===== config.mk =====
export PLATFORM = sky130hd
export DESIGN_NAME = mvu_top
export DESIGN_NICKNAME = d
export VERILOG_FILES = /design/src/mvu_data_pkg.sv /design/src/mvu_cfg_pkg.sv /design/src/mvu_job_ctrl.sv /design/src/mvu_bank.sv /design/src/mvu_agu.sv /design/src/mvu_vvp.sv /design/src/mvu_shacc.sv /design/src/mvu_out_fifo.sv /design/src/mvu_top.sv
export VERILOG_INCLUDE_DIRS = /design/src
export SDC_FILE = /design/constraint.sdc
export NUM_CORES = 1
export LEC_CHECK = 0
export BUFFER_PORTS_ARGS = -buffer_cell sky130_fd_sc_hd__buf_2
export CAP_MARGIN = 20
export CORE_MARGIN = 10
export CORE_UTILIZATION = 45
export DETAILED_ROUTE_END_ITERATION = 8
export HOLD_SLACK_MARGIN = 0.02
export PLACE_DENSITY = 0.63
export SLEW_MARGIN = 20
export SYNTH_ARGS = -nofsm -noshare
export SYNTH_HDL_FRONTEND = slang
export SYNTH_HIERARCHICAL = 1
export SYNTH_SLANG_ARGS = --single-unit

===== constraint.sdc =====
create_clock -name mvu_ext -period 4.85 [get_ports mvu_ext]
set_clock_uncertainty 0.05 [all_clocks]
set_input_delay 0.2425 -clock mvu_ext [delete_from_list [all_inputs] [get_ports mvu_ext]]
set_output_delay 0.2425 -clock mvu_ext [all_outputs]
set_load 0.02 [all_outputs]

===== src/mvu_defs.svh =====
// ==================================================
// Build-time sizes of the bit-serial MVU engine.
// Include this header wherever a width or depth
// is needed. The packages build their types on it.
// ==================================================
`ifndef MVU_DEFS_SVH
`define MVU_DEFS_SVH

`define MVU_N           8   // Lanes per bit plane
`define MVU_BPREC       3   // Precision field, holds 1 to MVU_MAXPREC
`define MVU_MAXPREC     4   // Largest allowed precision
`define MVU_BWADDR      6   // Weight bank address
`define MVU_BDADDR      4   // Data bank address
`define MVU_BROWS       4   // Row count minus one
`define MVU_BACC        16  // Accumulator and result word
`define MVU_BSHIFT      3   // Sum of two bit positions

// Result buffer sizing
`define MVU_FIFO_DEPTH  4
`define MVU_PIPE_SLACK  3   // Bank, vvp and shacc stages in flight

`endif


===== src/mvu_data_pkg.sv =====
// ==================================================
// Data path types of the MVU engine: bit planes,
// bank addresses, accumulator words, memory write
// ports and the tag that follows each walker step.
// ==================================================
`default_nettype none
`include "mvu_defs.svh"

package mvu_data_pkg;

    typedef logic [`MVU_N-1:0]             mvu_plane_t;  // One bit of every lane
    typedef logic [`MVU_BWADDR-1:0]        mvu_waddr_t;
    typedef logic [`MVU_BDADDR-1:0]        mvu_daddr_t;
    typedef logic signed [`MVU_BACC-1:0]   mvu_acc_t;
    typedef logic [`MVU_BSHIFT-1:0]        mvu_shift_t;

    typedef struct packed {
        logic       en;
        mvu_waddr_t addr;
        mvu_plane_t word;
    } mvu_wwr_t;

    typedef struct packed {
        logic       en;
        mvu_daddr_t addr;
        mvu_plane_t word;
    } mvu_dwr_t;

    // Travels with each step down the pipeline
    typedef struct packed {
        logic       valid;
        logic       neg;    // Exactly one operand on a signed MSB
        mvu_shift_t shift;
        logic       first;
        logic       last;
    } mvu_tag_t;

endpackage

`default_nettype wire


===== src/mvu_cfg_pkg.sv =====
// ==================================================
// Job control types of the MVU engine: the job
// descriptor taken on the config channel and the
// states of the job controller.
// ==================================================
`default_nettype none
`include "mvu_defs.svh"

package mvu_cfg_pkg;

    typedef logic [`MVU_BPREC-1:0] mvu_prec_t;   // Actual precision, 1 and up
    typedef logic [`MVU_BROWS-1:0] mvu_rows_t;   // Row count minus one

    typedef struct packed {
        mvu_prec_t               iprec;
        mvu_prec_t               wprec;
        logic                    i_signed;
        logic                    w_signed;
        mvu_data_pkg::mvu_daddr_t ibase;
        mvu_data_pkg::mvu_waddr_t wbase;
        mvu_rows_t               rows_m1;
    } mvu_job_t;

    typedef enum logic [1:0] {
        ST_IDLE,
        ST_RUN,     // Walker stepping
        ST_DRAIN    // Waiting for the last results to leave
    } ctrl_state_e;

endpackage

`default_nettype wire


===== src/mvu_job_ctrl.sv =====
// ==================================================
// Job controller. Takes a descriptor on the config
// handshake, holds it for the walker and ends the
// job once every row result has left the engine.
// ==================================================
`timescale 1ns/1ps
`default_nettype none
`include "mvu_defs.svh"

module mvu_job_ctrl (
    input  wire                        mvu_ext,
    input  wire                        rst_n,
    input  wire                        cfg_valid,
    input  wire mvu_cfg_pkg::mvu_job_t cfg_job,
    input  wire                        agu_last,
    input  wire                        out_valid,
    input  wire                        out_ready,
    input  wire                        irq_clr,
    output logic                       cfg_ready,
    output mvu_cfg_pkg::mvu_job_t      job,
    output logic                       run,
    output logic                       busy,
    output logic                       done,
    output logic                       irq
);
    import mvu_cfg_pkg::*;

    ctrl_state_e state;
    mvu_rows_t   rcnt;       // Results accepted in this job
    logic        accept;
    logic        out_hs;
    logic        final_hs;

    assign cfg_ready = (state == ST_IDLE);
    assign run       = (state == ST_RUN);
    assign busy      = (state != ST_IDLE);
    assign accept    = cfg_valid && cfg_ready;
    assign out_hs    = busy && out_valid && out_ready;
    assign final_hs  = out_hs && (rcnt == job.rows_m1);

    always_ff @(posedge mvu_ext) begin
        if (accept) begin
            job <= cfg_job;
        end
    end

    always_ff @(posedge mvu_ext or negedge rst_n) begin
        if (!rst_n) begin
            state <= ST_IDLE;
            rcnt  <= '0;
            done  <= 1'b0;
            irq   <= 1'b0;
        end else begin
            done <= final_hs;
            irq  <= final_hs || (irq && !irq_clr);   // Sticky until cleared
            if (accept) begin
                rcnt <= '0;
            end else if (out_hs) begin
                rcnt <= rcnt + 1'b1;
            end
            case (state)
                ST_IDLE:  if (accept) state <= ST_RUN;
                ST_RUN:   if (agu_last) state <= ST_DRAIN;
                ST_DRAIN: if (final_hs) state <= ST_IDLE;
                default:  state <= ST_IDLE;
            endcase
        end
    end

    // Descriptor must not move while it waits for the engine
    a_cfg_hold: assert property (@(posedge mvu_ext) disable iff (!rst_n)
        (cfg_valid && !cfg_ready) |=> (!cfg_valid || $stable(cfg_job)));

    a_prec_range: assert property (@(posedge mvu_ext) disable iff (!rst_n)
        accept |-> (cfg_job.iprec inside {[1:`MVU_MAXPREC]}) &&
                   (cfg_job.wprec inside {[1:`MVU_MAXPREC]}));

endmodule

`default_nettype wire


===== src/mvu_bank.sv =====
// ==================================================
// Bit-plane memory with one write port and one
// registered read port. Serves as the weight bank
// and as the input-data bank.
// ==================================================
`timescale 1ns/1ps
`default_nettype none

module mvu_bank #(
    parameter int BADDR = 4
) (
    input  wire                           mvu_ext,
    input  wire                           wr_en,
    input  wire [BADDR-1:0]               wr_addr,
    input  wire mvu_data_pkg::mvu_plane_t wr_word,
    input  wire [BADDR-1:0]               rd_addr,
    output mvu_data_pkg::mvu_plane_t      rd_word
);
    import mvu_data_pkg::*;

    mvu_plane_t mem [2**BADDR];

    always_ff @(posedge mvu_ext) begin
        if (wr_en) begin
            mem[wr_addr] <= wr_word;
        end
        rd_word <= mem[rd_addr];   // One cycle read latency
    end

endmodule

`default_nettype wire


===== src/mvu_agu.sv =====
// ==================================================
// Address walker. Steps through rows, then input
// bits, then weight bits, both from the MSB down,
// and tags every step for the pipeline behind it.
// Holds its position while the FIFO lacks room.
// ==================================================
`timescale 1ns/1ps
`default_nettype none

module mvu_agu (
    input  wire                          mvu_ext,
    input  wire                          rst_n,
    input  wire mvu_cfg_pkg::mvu_job_t   job,
    input  wire                          run,
    input  wire                          room,
    output mvu_data_pkg::mvu_waddr_t     waddr,
    output mvu_data_pkg::mvu_daddr_t     daddr,
    output mvu_data_pkg::mvu_tag_t       tag,
    output logic                         agu_last
);
    import mvu_data_pkg::*;
    import mvu_cfg_pkg::*;

    mvu_prec_t  icnt;        // Input bits done in this row
    mvu_prec_t  wcnt;        // Weight bits done for this input bit
    mvu_rows_t  row;
    mvu_waddr_t wrow_base;   // row * wprec
    mvu_prec_t  ipos;
    mvu_prec_t  wpos;
    logic       step;
    logic       i_end;
    logic       w_end;

    assign step  = run && room;
    assign ipos  = job.iprec - 1'b1 - icnt;
    assign wpos  = job.wprec - 1'b1 - wcnt;
    assign i_end = (icnt == job.iprec - 1'b1);
    assign w_end = (wcnt == job.wprec - 1'b1);

    assign daddr = job.ibase + mvu_daddr_t'(ipos);
    assign waddr = job.wbase + wrow_base + mvu_waddr_t'(wpos);

    assign tag.valid = step;
    assign tag.neg   = (job.i_signed && icnt == '0) ^ (job.w_signed && wcnt == '0);
    assign tag.shift = mvu_shift_t'(ipos + wpos);
    assign tag.first = (icnt == '0) && (wcnt == '0);
    assign tag.last  = i_end && w_end;
    assign agu_last  = step && i_end && w_end && (row == job.rows_m1);

    always_ff @(posedge mvu_ext or negedge rst_n) begin
        if (!rst_n) begin
            icnt      <= '0;
            wcnt      <= '0;
            row       <= '0;
            wrow_base <= '0;
        end else if (!run) begin   // Park at the start of the next job
            icnt      <= '0;
            wcnt      <= '0;
            row       <= '0;
            wrow_base <= '0;
        end else if (step) begin
            if (!w_end) begin
                wcnt <= wcnt + 1'b1;
            end else begin
                wcnt <= '0;
                if (!i_end) begin
                    icnt <= icnt + 1'b1;
                end else begin
                    icnt      <= '0;
                    row       <= row + 1'b1;
                    wrow_base <= wrow_base + mvu_waddr_t'(job.wprec);
                end
            end
        end
    end

    // Every step lies inside the job's precisions and rows
    a_step_in_job: assert property (@(posedge mvu_ext) disable iff (!rst_n)
        tag.valid |-> (icnt < job.iprec) && (wcnt < job.wprec) && (row <= job.rows_m1));

endmodule

`default_nettype wire


===== src/mvu_vvp.sv =====
// ==================================================
// Vector-product stage for one bit pair. The tag
// waits a cycle to meet the bank output; then the
// popcount of the lane-wise AND is shifted into
// place and negated on a signed MSB term.
// ==================================================
`timescale 1ns/1ps
`default_nettype none

module mvu_vvp (
    input  wire                           mvu_ext,
    input  wire                           rst_n,
    input  wire mvu_data_pkg::mvu_plane_t wplane,
    input  wire mvu_data_pkg::mvu_plane_t dplane,
    input  wire mvu_data_pkg::mvu_tag_t   tag_in,
    output mvu_data_pkg::mvu_acc_t        term,
    output mvu_data_pkg::mvu_tag_t        tag_out
);
    import mvu_data_pkg::*;

    mvu_tag_t   tag_q;   // Lined up with the bank read data
    mvu_plane_t hits;
    mvu_acc_t   ones;
    mvu_acc_t   mag;

    assign hits = wplane & dplane;

    always_comb begin
        ones = '0;
        for (int k = 0; k < $bits(mvu_plane_t); k++) begin
            ones = ones + mvu_acc_t'(hits[k]);
        end
    end

    assign mag = ones <<< tag_q.shift;

    always_ff @(posedge mvu_ext or negedge rst_n) begin
        if (!rst_n) begin
            tag_q   <= '0;
            tag_out <= '0;
        end else begin
            tag_q   <= tag_in;
            tag_out <= tag_q;
        end
    end

    always_ff @(posedge mvu_ext) begin
        term <= tag_q.neg ? -mag : mag;
    end

endmodule

`default_nettype wire


===== src/mvu_shacc.sv =====
// ==================================================
// Shift-accumulator. Sums the shifted bit-pair
// terms of one row and pushes the row result one
// cycle after the term tagged last.
// ==================================================
`timescale 1ns/1ps
`default_nettype none

module mvu_shacc (
    input  wire                         mvu_ext,
    input  wire                         rst_n,
    input  wire mvu_data_pkg::mvu_acc_t term,
    input  wire mvu_data_pkg::mvu_tag_t tag,
    output logic                        push,
    output mvu_data_pkg::mvu_acc_t      result
);
    import mvu_data_pkg::*;

    mvu_acc_t acc;
    mvu_acc_t sum;

    assign sum = tag.first ? term : acc + term;   // First term starts a new row

    always_ff @(posedge mvu_ext) begin
        if (tag.valid) begin
            acc <= sum;
        end
        if (tag.valid && tag.last) begin
            result <= sum;
        end
    end

    always_ff @(posedge mvu_ext or negedge rst_n) begin
        if (!rst_n) begin
            push <= 1'b0;
        end else begin
            push <= tag.valid && tag.last;
        end
    end

    // Rows from the walker never overlap
    a_row_frame: assert property (@(posedge mvu_ext) disable iff (!rst_n)
        (tag.valid && tag.first && !tag.last) |=>
            (!(tag.valid && tag.first) until_with (tag.valid && tag.last)));

endmodule

`default_nettype wire


===== src/mvu_out_fifo.sv =====
// ==================================================
// Result FIFO with first-word-fall-through on the
// valid/ready output. A push into an empty FIFO is
// visible in the same cycle. room tells the walker
// that a full pipeline of results still fits.
// ==================================================
`timescale 1ns/1ps
`default_nettype none
`include "mvu_defs.svh"

module mvu_out_fifo (
    input  wire                         mvu_ext,
    input  wire                         rst_n,
    input  wire                         push,
    input  wire mvu_data_pkg::mvu_acc_t result,
    input  wire                         out_ready,
    output logic                        out_valid,
    output mvu_data_pkg::mvu_acc_t      out_data,
    output logic                        room
);
    import mvu_data_pkg::*;

    localparam int AW = $clog2(`MVU_FIFO_DEPTH);
    localparam int CW = $clog2(`MVU_FIFO_DEPTH + 1);

    mvu_acc_t      mem [`MVU_FIFO_DEPTH];
    logic [AW-1:0] wr_ptr;   // Power-of-two depth, pointers wrap on their own
    logic [AW-1:0] rd_ptr;
    logic [CW-1:0] count;
    logic [CW-1:0] fill;
    logic          empty;
    logic          pop;
    logic          wr;
    logic          rd;

    assign empty     = (count == '0);
    assign out_valid = !empty || push;
    assign out_data  = empty ? result : mem[rd_ptr];
    assign pop       = out_valid && out_ready;
    assign wr        = push && !(empty && out_ready);   // Bypassed word is not stored
    assign rd        = pop && !empty;

    // Entries taken once this cycle's push lands
    assign fill = count + CW'(push);
    assign room = (fill <= CW'(`MVU_FIFO_DEPTH - `MVU_PIPE_SLACK));

    always_ff @(posedge mvu_ext) begin
        if (wr) begin
            mem[wr_ptr] <= result;
        end
    end

    always_ff @(posedge mvu_ext or negedge rst_n) begin
        if (!rst_n) begin
            wr_ptr <= '0;
            rd_ptr <= '0;
            count  <= '0;
        end else begin
            if (wr) begin
                wr_ptr <= wr_ptr + 1'b1;
            end
            if (rd) begin
                rd_ptr <= rd_ptr + 1'b1;
            end
            count <= count + CW'(wr) - CW'(rd);
        end
    end

    a_no_overflow: assert property (@(posedge mvu_ext) disable iff (!rst_n)
        push |-> (count != CW'(`MVU_FIFO_DEPTH)));

endmodule

`default_nettype wire


===== src/mvu_top.sv =====
// ==================================================
// Single bit-serial matrix-vector unit. Load both
// banks while idle, submit a job on the config
// channel, then take one result per row from the
// output stream. done and irq mark the job end.
// ==================================================
`timescale 1ns/1ps
`default_nettype none
`include "mvu_defs.svh"

module mvu_top (
    input  wire                         mvu_ext,
    input  wire                         rst_n,
    input  wire                         cfg_valid,
    input  wire mvu_cfg_pkg::mvu_job_t  cfg_job,
    output logic                        cfg_ready,
    input  wire mvu_data_pkg::mvu_wwr_t ww,
    input  wire mvu_data_pkg::mvu_dwr_t dw,
    output logic                        out_valid,
    output mvu_data_pkg::mvu_acc_t      out_data,
    input  wire                         out_ready,
    output logic                        busy,
    output logic                        done,
    output logic                        irq,
    input  wire                         irq_clr
);
    import mvu_data_pkg::*;
    import mvu_cfg_pkg::*;

    mvu_job_t   job;
    logic       run;
    logic       agu_last;
    logic       room;
    mvu_waddr_t waddr;
    mvu_daddr_t daddr;
    mvu_plane_t wplane;
    mvu_plane_t dplane;
    mvu_tag_t   agu_tag;
    mvu_tag_t   vvp_tag;
    mvu_acc_t   term;
    logic       push;
    mvu_acc_t   result;

    mvu_job_ctrl u_ctrl (
        .mvu_ext   (mvu_ext),
        .rst_n     (rst_n),
        .cfg_valid (cfg_valid),
        .cfg_job   (cfg_job),
        .agu_last  (agu_last),
        .out_valid (out_valid),
        .out_ready (out_ready),
        .irq_clr   (irq_clr),
        .cfg_ready (cfg_ready),
        .job       (job),
        .run       (run),
        .busy      (busy),
        .done      (done),
        .irq       (irq)
    );

    mvu_bank #(.BADDR(`MVU_BWADDR)) wbank (
        .mvu_ext (mvu_ext),
        .wr_en   (ww.en),
        .wr_addr (ww.addr),
        .wr_word (ww.word),
        .rd_addr (waddr),
        .rd_word (wplane)
    );

    mvu_bank #(.BADDR(`MVU_BDADDR)) dbank (
        .mvu_ext (mvu_ext),
        .wr_en   (dw.en),
        .wr_addr (dw.addr),
        .wr_word (dw.word),
        .rd_addr (daddr),
        .rd_word (dplane)
    );

    mvu_agu u_agu (
        .mvu_ext  (mvu_ext),
        .rst_n    (rst_n),
        .job      (job),
        .run      (run),
        .room     (room),
        .waddr    (waddr),
        .daddr    (daddr),
        .tag      (agu_tag),
        .agu_last (agu_last)
    );

    mvu_vvp u_vvp (
        .mvu_ext (mvu_ext),
        .rst_n   (rst_n),
        .wplane  (wplane),
        .dplane  (dplane),
        .tag_in  (agu_tag),
        .term    (term),
        .tag_out (vvp_tag)
    );

    mvu_shacc u_shacc (
        .mvu_ext (mvu_ext),
        .rst_n   (rst_n),
        .term    (term),
        .tag     (vvp_tag),
        .push    (push),
        .result  (result)
    );

    mvu_out_fifo u_fifo (
        .mvu_ext   (mvu_ext),
        .rst_n     (rst_n),
        .push      (push),
        .result    (result),
        .out_ready (out_ready),
        .out_valid (out_valid),
        .out_data  (out_data),
        .room      (room)
    );

endmodule

`default_nettype wire


# ---- After elaboration in Yosys (flattened, before gate mapping)
# Memories as Yosys holds them, arrays and structs flattened. A register that Yosys moved wholly into a read port is not among the register bits.
# Cells that the tools add are included.
dict set report word_totals {
  wordCells 138
  in_bits 55
  reg_bits 112
  ramBits 704
  memories 3
}
dict set report op_classes {
  n_reduce_logical 32
  addsub 27
  shift 1
  n_lt_le_gt_ge 1
  n_mux 30
  n_bitwise 2
  eq_ne 12
}
# memory words width rd rd_ports_with_merged_regs write_ports line_no
set memory_table {}
lappend memory_table {wbank.mem 64 8 1 1 1 mvu_bank.sv:21} ;# mvu_plane_t mem [2**BADDR];
lappend memory_table {dbank.mem 16 8 1 1 1 mvu_bank.sv:21}
lappend memory_table {u_fifo.mem 4 16 1 0 1 mvu_out_fifo.sv:26} ;# mvu_acc_t mem [`MVU_FIFO_DEPTH];
# cell count
set op_table {}
lappend op_table {{16-bit by 2-bit adder with 16-bit output} 6}
lappend op_table {{16-bit 2-to-1 mux} 3}
lappend op_table {{4-bit 2-to-1 mux} 6}
lappend op_table {{6-bit 2-to-1 mux} 4}
lappend op_table {{3-bit 2-to-1 mux} 7}
lappend op_table {{1-bit logical AND} 18}
lappend op_table {{16-bit adder} 1}
lappend op_table {{16-bit negation} 1}
lappend op_table {{16-bit by 3-bit <<< shifter with 16-bit output} 1}
lappend op_table {{6-bit by 3-bit adder with 6-bit output} 2}
lappend op_table {{2-bit inequality test (second input constant)} 5}
lappend op_table {{3-bit logical NOT} 3}
lappend op_table {{4-bit by 1-bit adder with 4-bit output (second input constant)} 2}
lappend op_table {{8-bit bitwise AND} 1}
lappend op_table {{4-bit == test} 2}
lappend op_table {{3-bit by 1-bit adder with 3-bit output} 2}
lappend op_table {{3-bit by 1-bit adder with 3-bit output (second input constant)} 2}
lappend op_table {{6-bit adder} 1}
lappend op_table {{3-bit == test} 2}
lappend op_table {{1-bit 2-to-1 mux} 6}
lappend op_table {{2-bit 2-to-1 mux} 3}
lappend op_table {{2-bit one-hot mux with 3 select lines} 1}
lappend op_table {{3-bit AND reduction} 2}
lappend op_table {{3-bit by 1-bit subtractor with 3-bit output (second input constant)} 2}
lappend op_table {{16 further kinds} 22}

# ---- Logic depth before layout (Yosys ltp)
dict set report logic_depth {
  ltp_word 11
  ltp_mapped 17
  depth_no_buf 16
}

# ---- Hierarchy
# The synthesis kept the hierarchy.
# module area_each_um2 seq_area_each_um2 cells_each instances
set by_module_without_submodules {}
lappend by_module_without_submodules {{mvu_bank at wbank} 20166.8 15534.9 940 1}
lappend by_module_without_submodules {{mvu_bank at dbank} 5147.4 4003.8 229 1}
lappend by_module_without_submodules {mvu_out_fifo 2976.6 2097.0 141 1}
lappend by_module_without_submodules {mvu_shacc 1933.1 985.9 168 1}
lappend by_module_without_submodules {mvu_agu 1626.6 400.4 171 1}
lappend by_module_without_submodules {mvu_vvp 1420.1 670.6 142 1}
lappend by_module_without_submodules {mvu_job_ctrl 1096.1 860.8 64 1}

# ---- Worst setup path after synthesis
# No wires, ideal clock.
dict set report synth_timing {
  path_type {flip-flop to flip-flop}
  startpoint {register u_ctrl/job[17] (netlist name)}
  endpoint {register wbank.rd_word[0] (read register of wbank.mem)}
  t_required_ns 4.677
  arrival_time_ns 3.883
  path_stages_with_launch 17
  n_path_buf 3
  synth_period_minus_slack_ns 4.057
  path_slack_ns 0.793
  path_cell_list {edfxtp_1 > inv_1 > ha_1 > inv_1 > fa_1 > xor2_1 > fa_1 > ha_1 > a21o_1 > a21oi_1 > xnor2_1 > clkbuf_1 > clkbuf_1 > clkbuf_1 > o2111ai_1 > nand2_1 > o2bb2ai_1}
}
dict set report synth_between {
  elab_chain_len 3
}
# element line_no
set synth_lines {}
lappend synth_lines {{3-bit by 1-bit subtractor with 3-bit output} mvu_agu.sv:36} ;# assign wpos = job.wprec - 1'b1 - wcnt;
lappend synth_lines {{3-bit subtractor} mvu_agu.sv:36}
lappend synth_lines {{6-bit by 3-bit adder with 6-bit output} mvu_agu.sv:41} ;# assign waddr = job.wbase + wrow_base + mvu_waddr_t'(wpos);
lappend synth_lines {{net waddr[4]} mvu_top.sv:34} ;# mvu_waddr_t waddr;
lappend synth_lines {{end, declared} mvu_bank.sv:17} ;# output mvu_data_pkg::mvu_plane_t rd_word
# The timed path passes the listed nets, and every way through them passes these cells.
# A chain may end at the register's enable or synchronous reset.

# ---- Worst setup path after layout
dict set report layout_timing {
  startpoint {register u_ctrl/job[17] (netlist name)}
  endpoint {register wbank.rd_word[4] (read register of wbank.mem)}
}
dict set report layout_between {
  elab_chain_len 3
}
# element line_no
set layout_lines {}
lappend layout_lines {{3-bit by 1-bit subtractor with 3-bit output} mvu_agu.sv:36}
lappend layout_lines {{3-bit subtractor} mvu_agu.sv:36}
lappend layout_lines {{6-bit by 3-bit adder with 6-bit output} mvu_agu.sv:41}
lappend layout_lines {{net waddr[2]} mvu_top.sv:34}
# The timed path passes the listed nets, and every way through them passes these cells.

==> impl_metrics.ini <==
[outcome]
outcome = finished clean

[setup_path]
crit_type = reg -> reg
worstPathRequired_ns = 5.29
worstPathArrival_ns = 4.88
critical_path.cell_chain = inv_1, ha_1, inv_1, fa_1, fa_1, ha_4, inv_1, fa_1, inv_2, mux4_2, mux2_2, o221a_2, nor3_1, o32ai_1
critPathSlowestCell = fa_1
slowest_delay_ns = 0.56
ff2ff_setup_slack_ns = 0.41
cp_max_fo = 14
start_kind = flip-flop
end_kind = flip-flop

[timing]
hold_ws_ns = 0.0802
period_minus_slack_ns = 4.44
finalHoldViolCount = 0
tightest_slew_ns = 0.968
grt_setup_unrepaired = false
period_share = 0.915
fin_tns_setup_ns = 0
finalMaxSlewViolations = 0
slew_headroom = 0.352
fmax_mhz = 225
finalSetupViolCount = 0

[routing]
drt-initial-drc-count = 1285
routed_wl_um = 72300
drc = 0
routedWlPerCell_um = 23.7
route.vias.total = 17380
via_per_inst = 5.69
drtPass1Iterations = 5
ant_nets = 0

[power_and_ir_drop]
leakage_uw = 0.0130
powerDensity_nw_per_um2 = 542
peakVddDrop_mv = 0.311

[clock_network]
clock-sinks = 832
cts-htree-levels = 3
insertion_delay_ns = 0.63
cts_buffer_depth = 3
post-cts-setup-buffers = 0
root_buffer = clkbuf_16
clkTransAtPathRegs_ns = 0.06
cts_tree = yes
numCtsBuffers = 86

[place]
gp_congestion = 0.820
io_buffers = 75
hpwl_um = 46300

[yosys]
synthCells = 1851
netlist_area_sq_um = 34300
syn_area_per_cell_sq_um = 18.5
syn_nets = 1973
synth_warnings = 6

[die]
initial_core_util = 0.453
die_height_um = 296
core_area_sq_um = 75700
ios = 76
die_w_um = 296
dieArea_sq_um = 87600
core.rowCount = 101

[global_route]
grt_max_degree = 65
use_met1 = 0.224
grt_pass1_wl_um = 112000
top_usage_layer = met2
antenna_found_initial = 0
grtUsageTotal = 0.167
first_global_vias = 17936
gr-total-overflow = 0
grt_util_met2 = 0.276
met3_usage = 0.0278

[flow_run]
cap_violations = 0

[layout]
area_delta_synth_final_pct = 13.7
antenna_cells = 0
final_common_cell = edfxtp_1
fillers = 6001
fin_nets = 2127
drive_gt1_frac = 0.223
layout_common_cells = 758 x edfxtp_1, 152 x mux4_2, 125 x nor2_1, 88 x clkbuf_16, 75 x nand2_1
multi_input_area_sq_um = 9150
ff_latch_area_sq_um = 24500

[worst_hold_path]
hp-class = in -> reg
==> metal layers <==
metal,part of all wire,up-vias
met4,0.027,0
met2,0.50,442
met5,0,-
met3,0.049,116
met1,0.42,9113
li1,-,7709
==> cell type report <==
cell class	count	area share
inverters	51	0.00511
well taps	978	0.0314
clock inverters	47	0.0122
multi-input cells	887	0.235
repair buffers	147	0.0291
flip-flops and latches	832	0.628
clock buffers	110	0.0597
==> what timing repair did <==
action	4_1_cts	5_1_grt
hold buffers	33	1
hold endpoints to repair	200	11
gates resized for setup	0	0
==> state kept, by name (all words and copies together) (netlist names) <==
signal,cells
u_fifo/wr_ptr,2
u_agu/icnt,3
u_agu/wrow_base,6
u_vvp/term,16
dbank/rd_word,8
u_ctrl/state,2
u_fifo/count,3
u_shacc/acc,16
u_agu/row,4
u_shacc/result,16
wbank/rd_word,8
u_ctrl/rcnt,4
u_fifo/mem,64
u_vvp/tag_q,7
u_ctrl/irq,1
u_ctrl/done,1
u_agu/wcnt,3
u_ctrl/job,22
u_vvp/tag_out,3
dbank/mem,128
u_shacc/push,1
u_fifo/rd_ptr,2
wbank/mem,512
==> path summary, 6_finish.rpt <==
path / startpoint / to / depth (start not counted)
setup / recovery: u_ctrl/job[17]$_DFFE_PP_ / wbank/rd_word[4]$_DFF_P_ / 14
hold reg to reg: u_vvp/tag_q[0]$_DFF_PN0_ / u_vvp/tag_out[0]$_DFF_PN0_ / 0
max in group asynchronous: rst_n / u_agu/wrow_base[1]$_DFFE_PN0P_ / 4
min in group asynchronous: rst_n / u_fifo/rd_ptr[1]$_DFFE_PN0P_ / 3
setup reg to reg: u_ctrl/job[17]$_DFFE_PP_ / wbank/rd_word[4]$_DFF_P_ / 14
hold / removal: dw[9] / dbank/mem[0][6]$_DFFE_PP_ / 2
==> report_power, final <==
part	switching (uW)	total, uW	leakage (uW)	internal (uW)
Sequential	288	8450	0.00763	8160
Combinational	3450	6190	0.00400	2740
Clock	2700	6490	0.00138	3780
==> metrics by stage <==
stage          setup WS (ns)  area, sq um  total power [uW]  std cells   util
2_1_floorplan          0.793        34300             13000       1851      -
3_3_place_gp           0.479        35800             14700       2860  0.473
3_5_place_dp           0.431        35800             14800       2860  0.473
4_1_cts                0.391        38900             21400       3050  0.514
5_1_grt                0.150        39000             22200       3052  0.515
6_report               0.411        39000             21100       3052  0.515
==> critical path: cells and delay by family (launching register included) <==
family          cells  cell delay (ns)
compound gates      2             0.43
simple gates        1             0.38
flops               1             0.44
fa+ha+maj           5             1.85
buf+inv             4             0.52
mux                 2             0.64
Note: power is estimated with default switching activity, not from simulation.
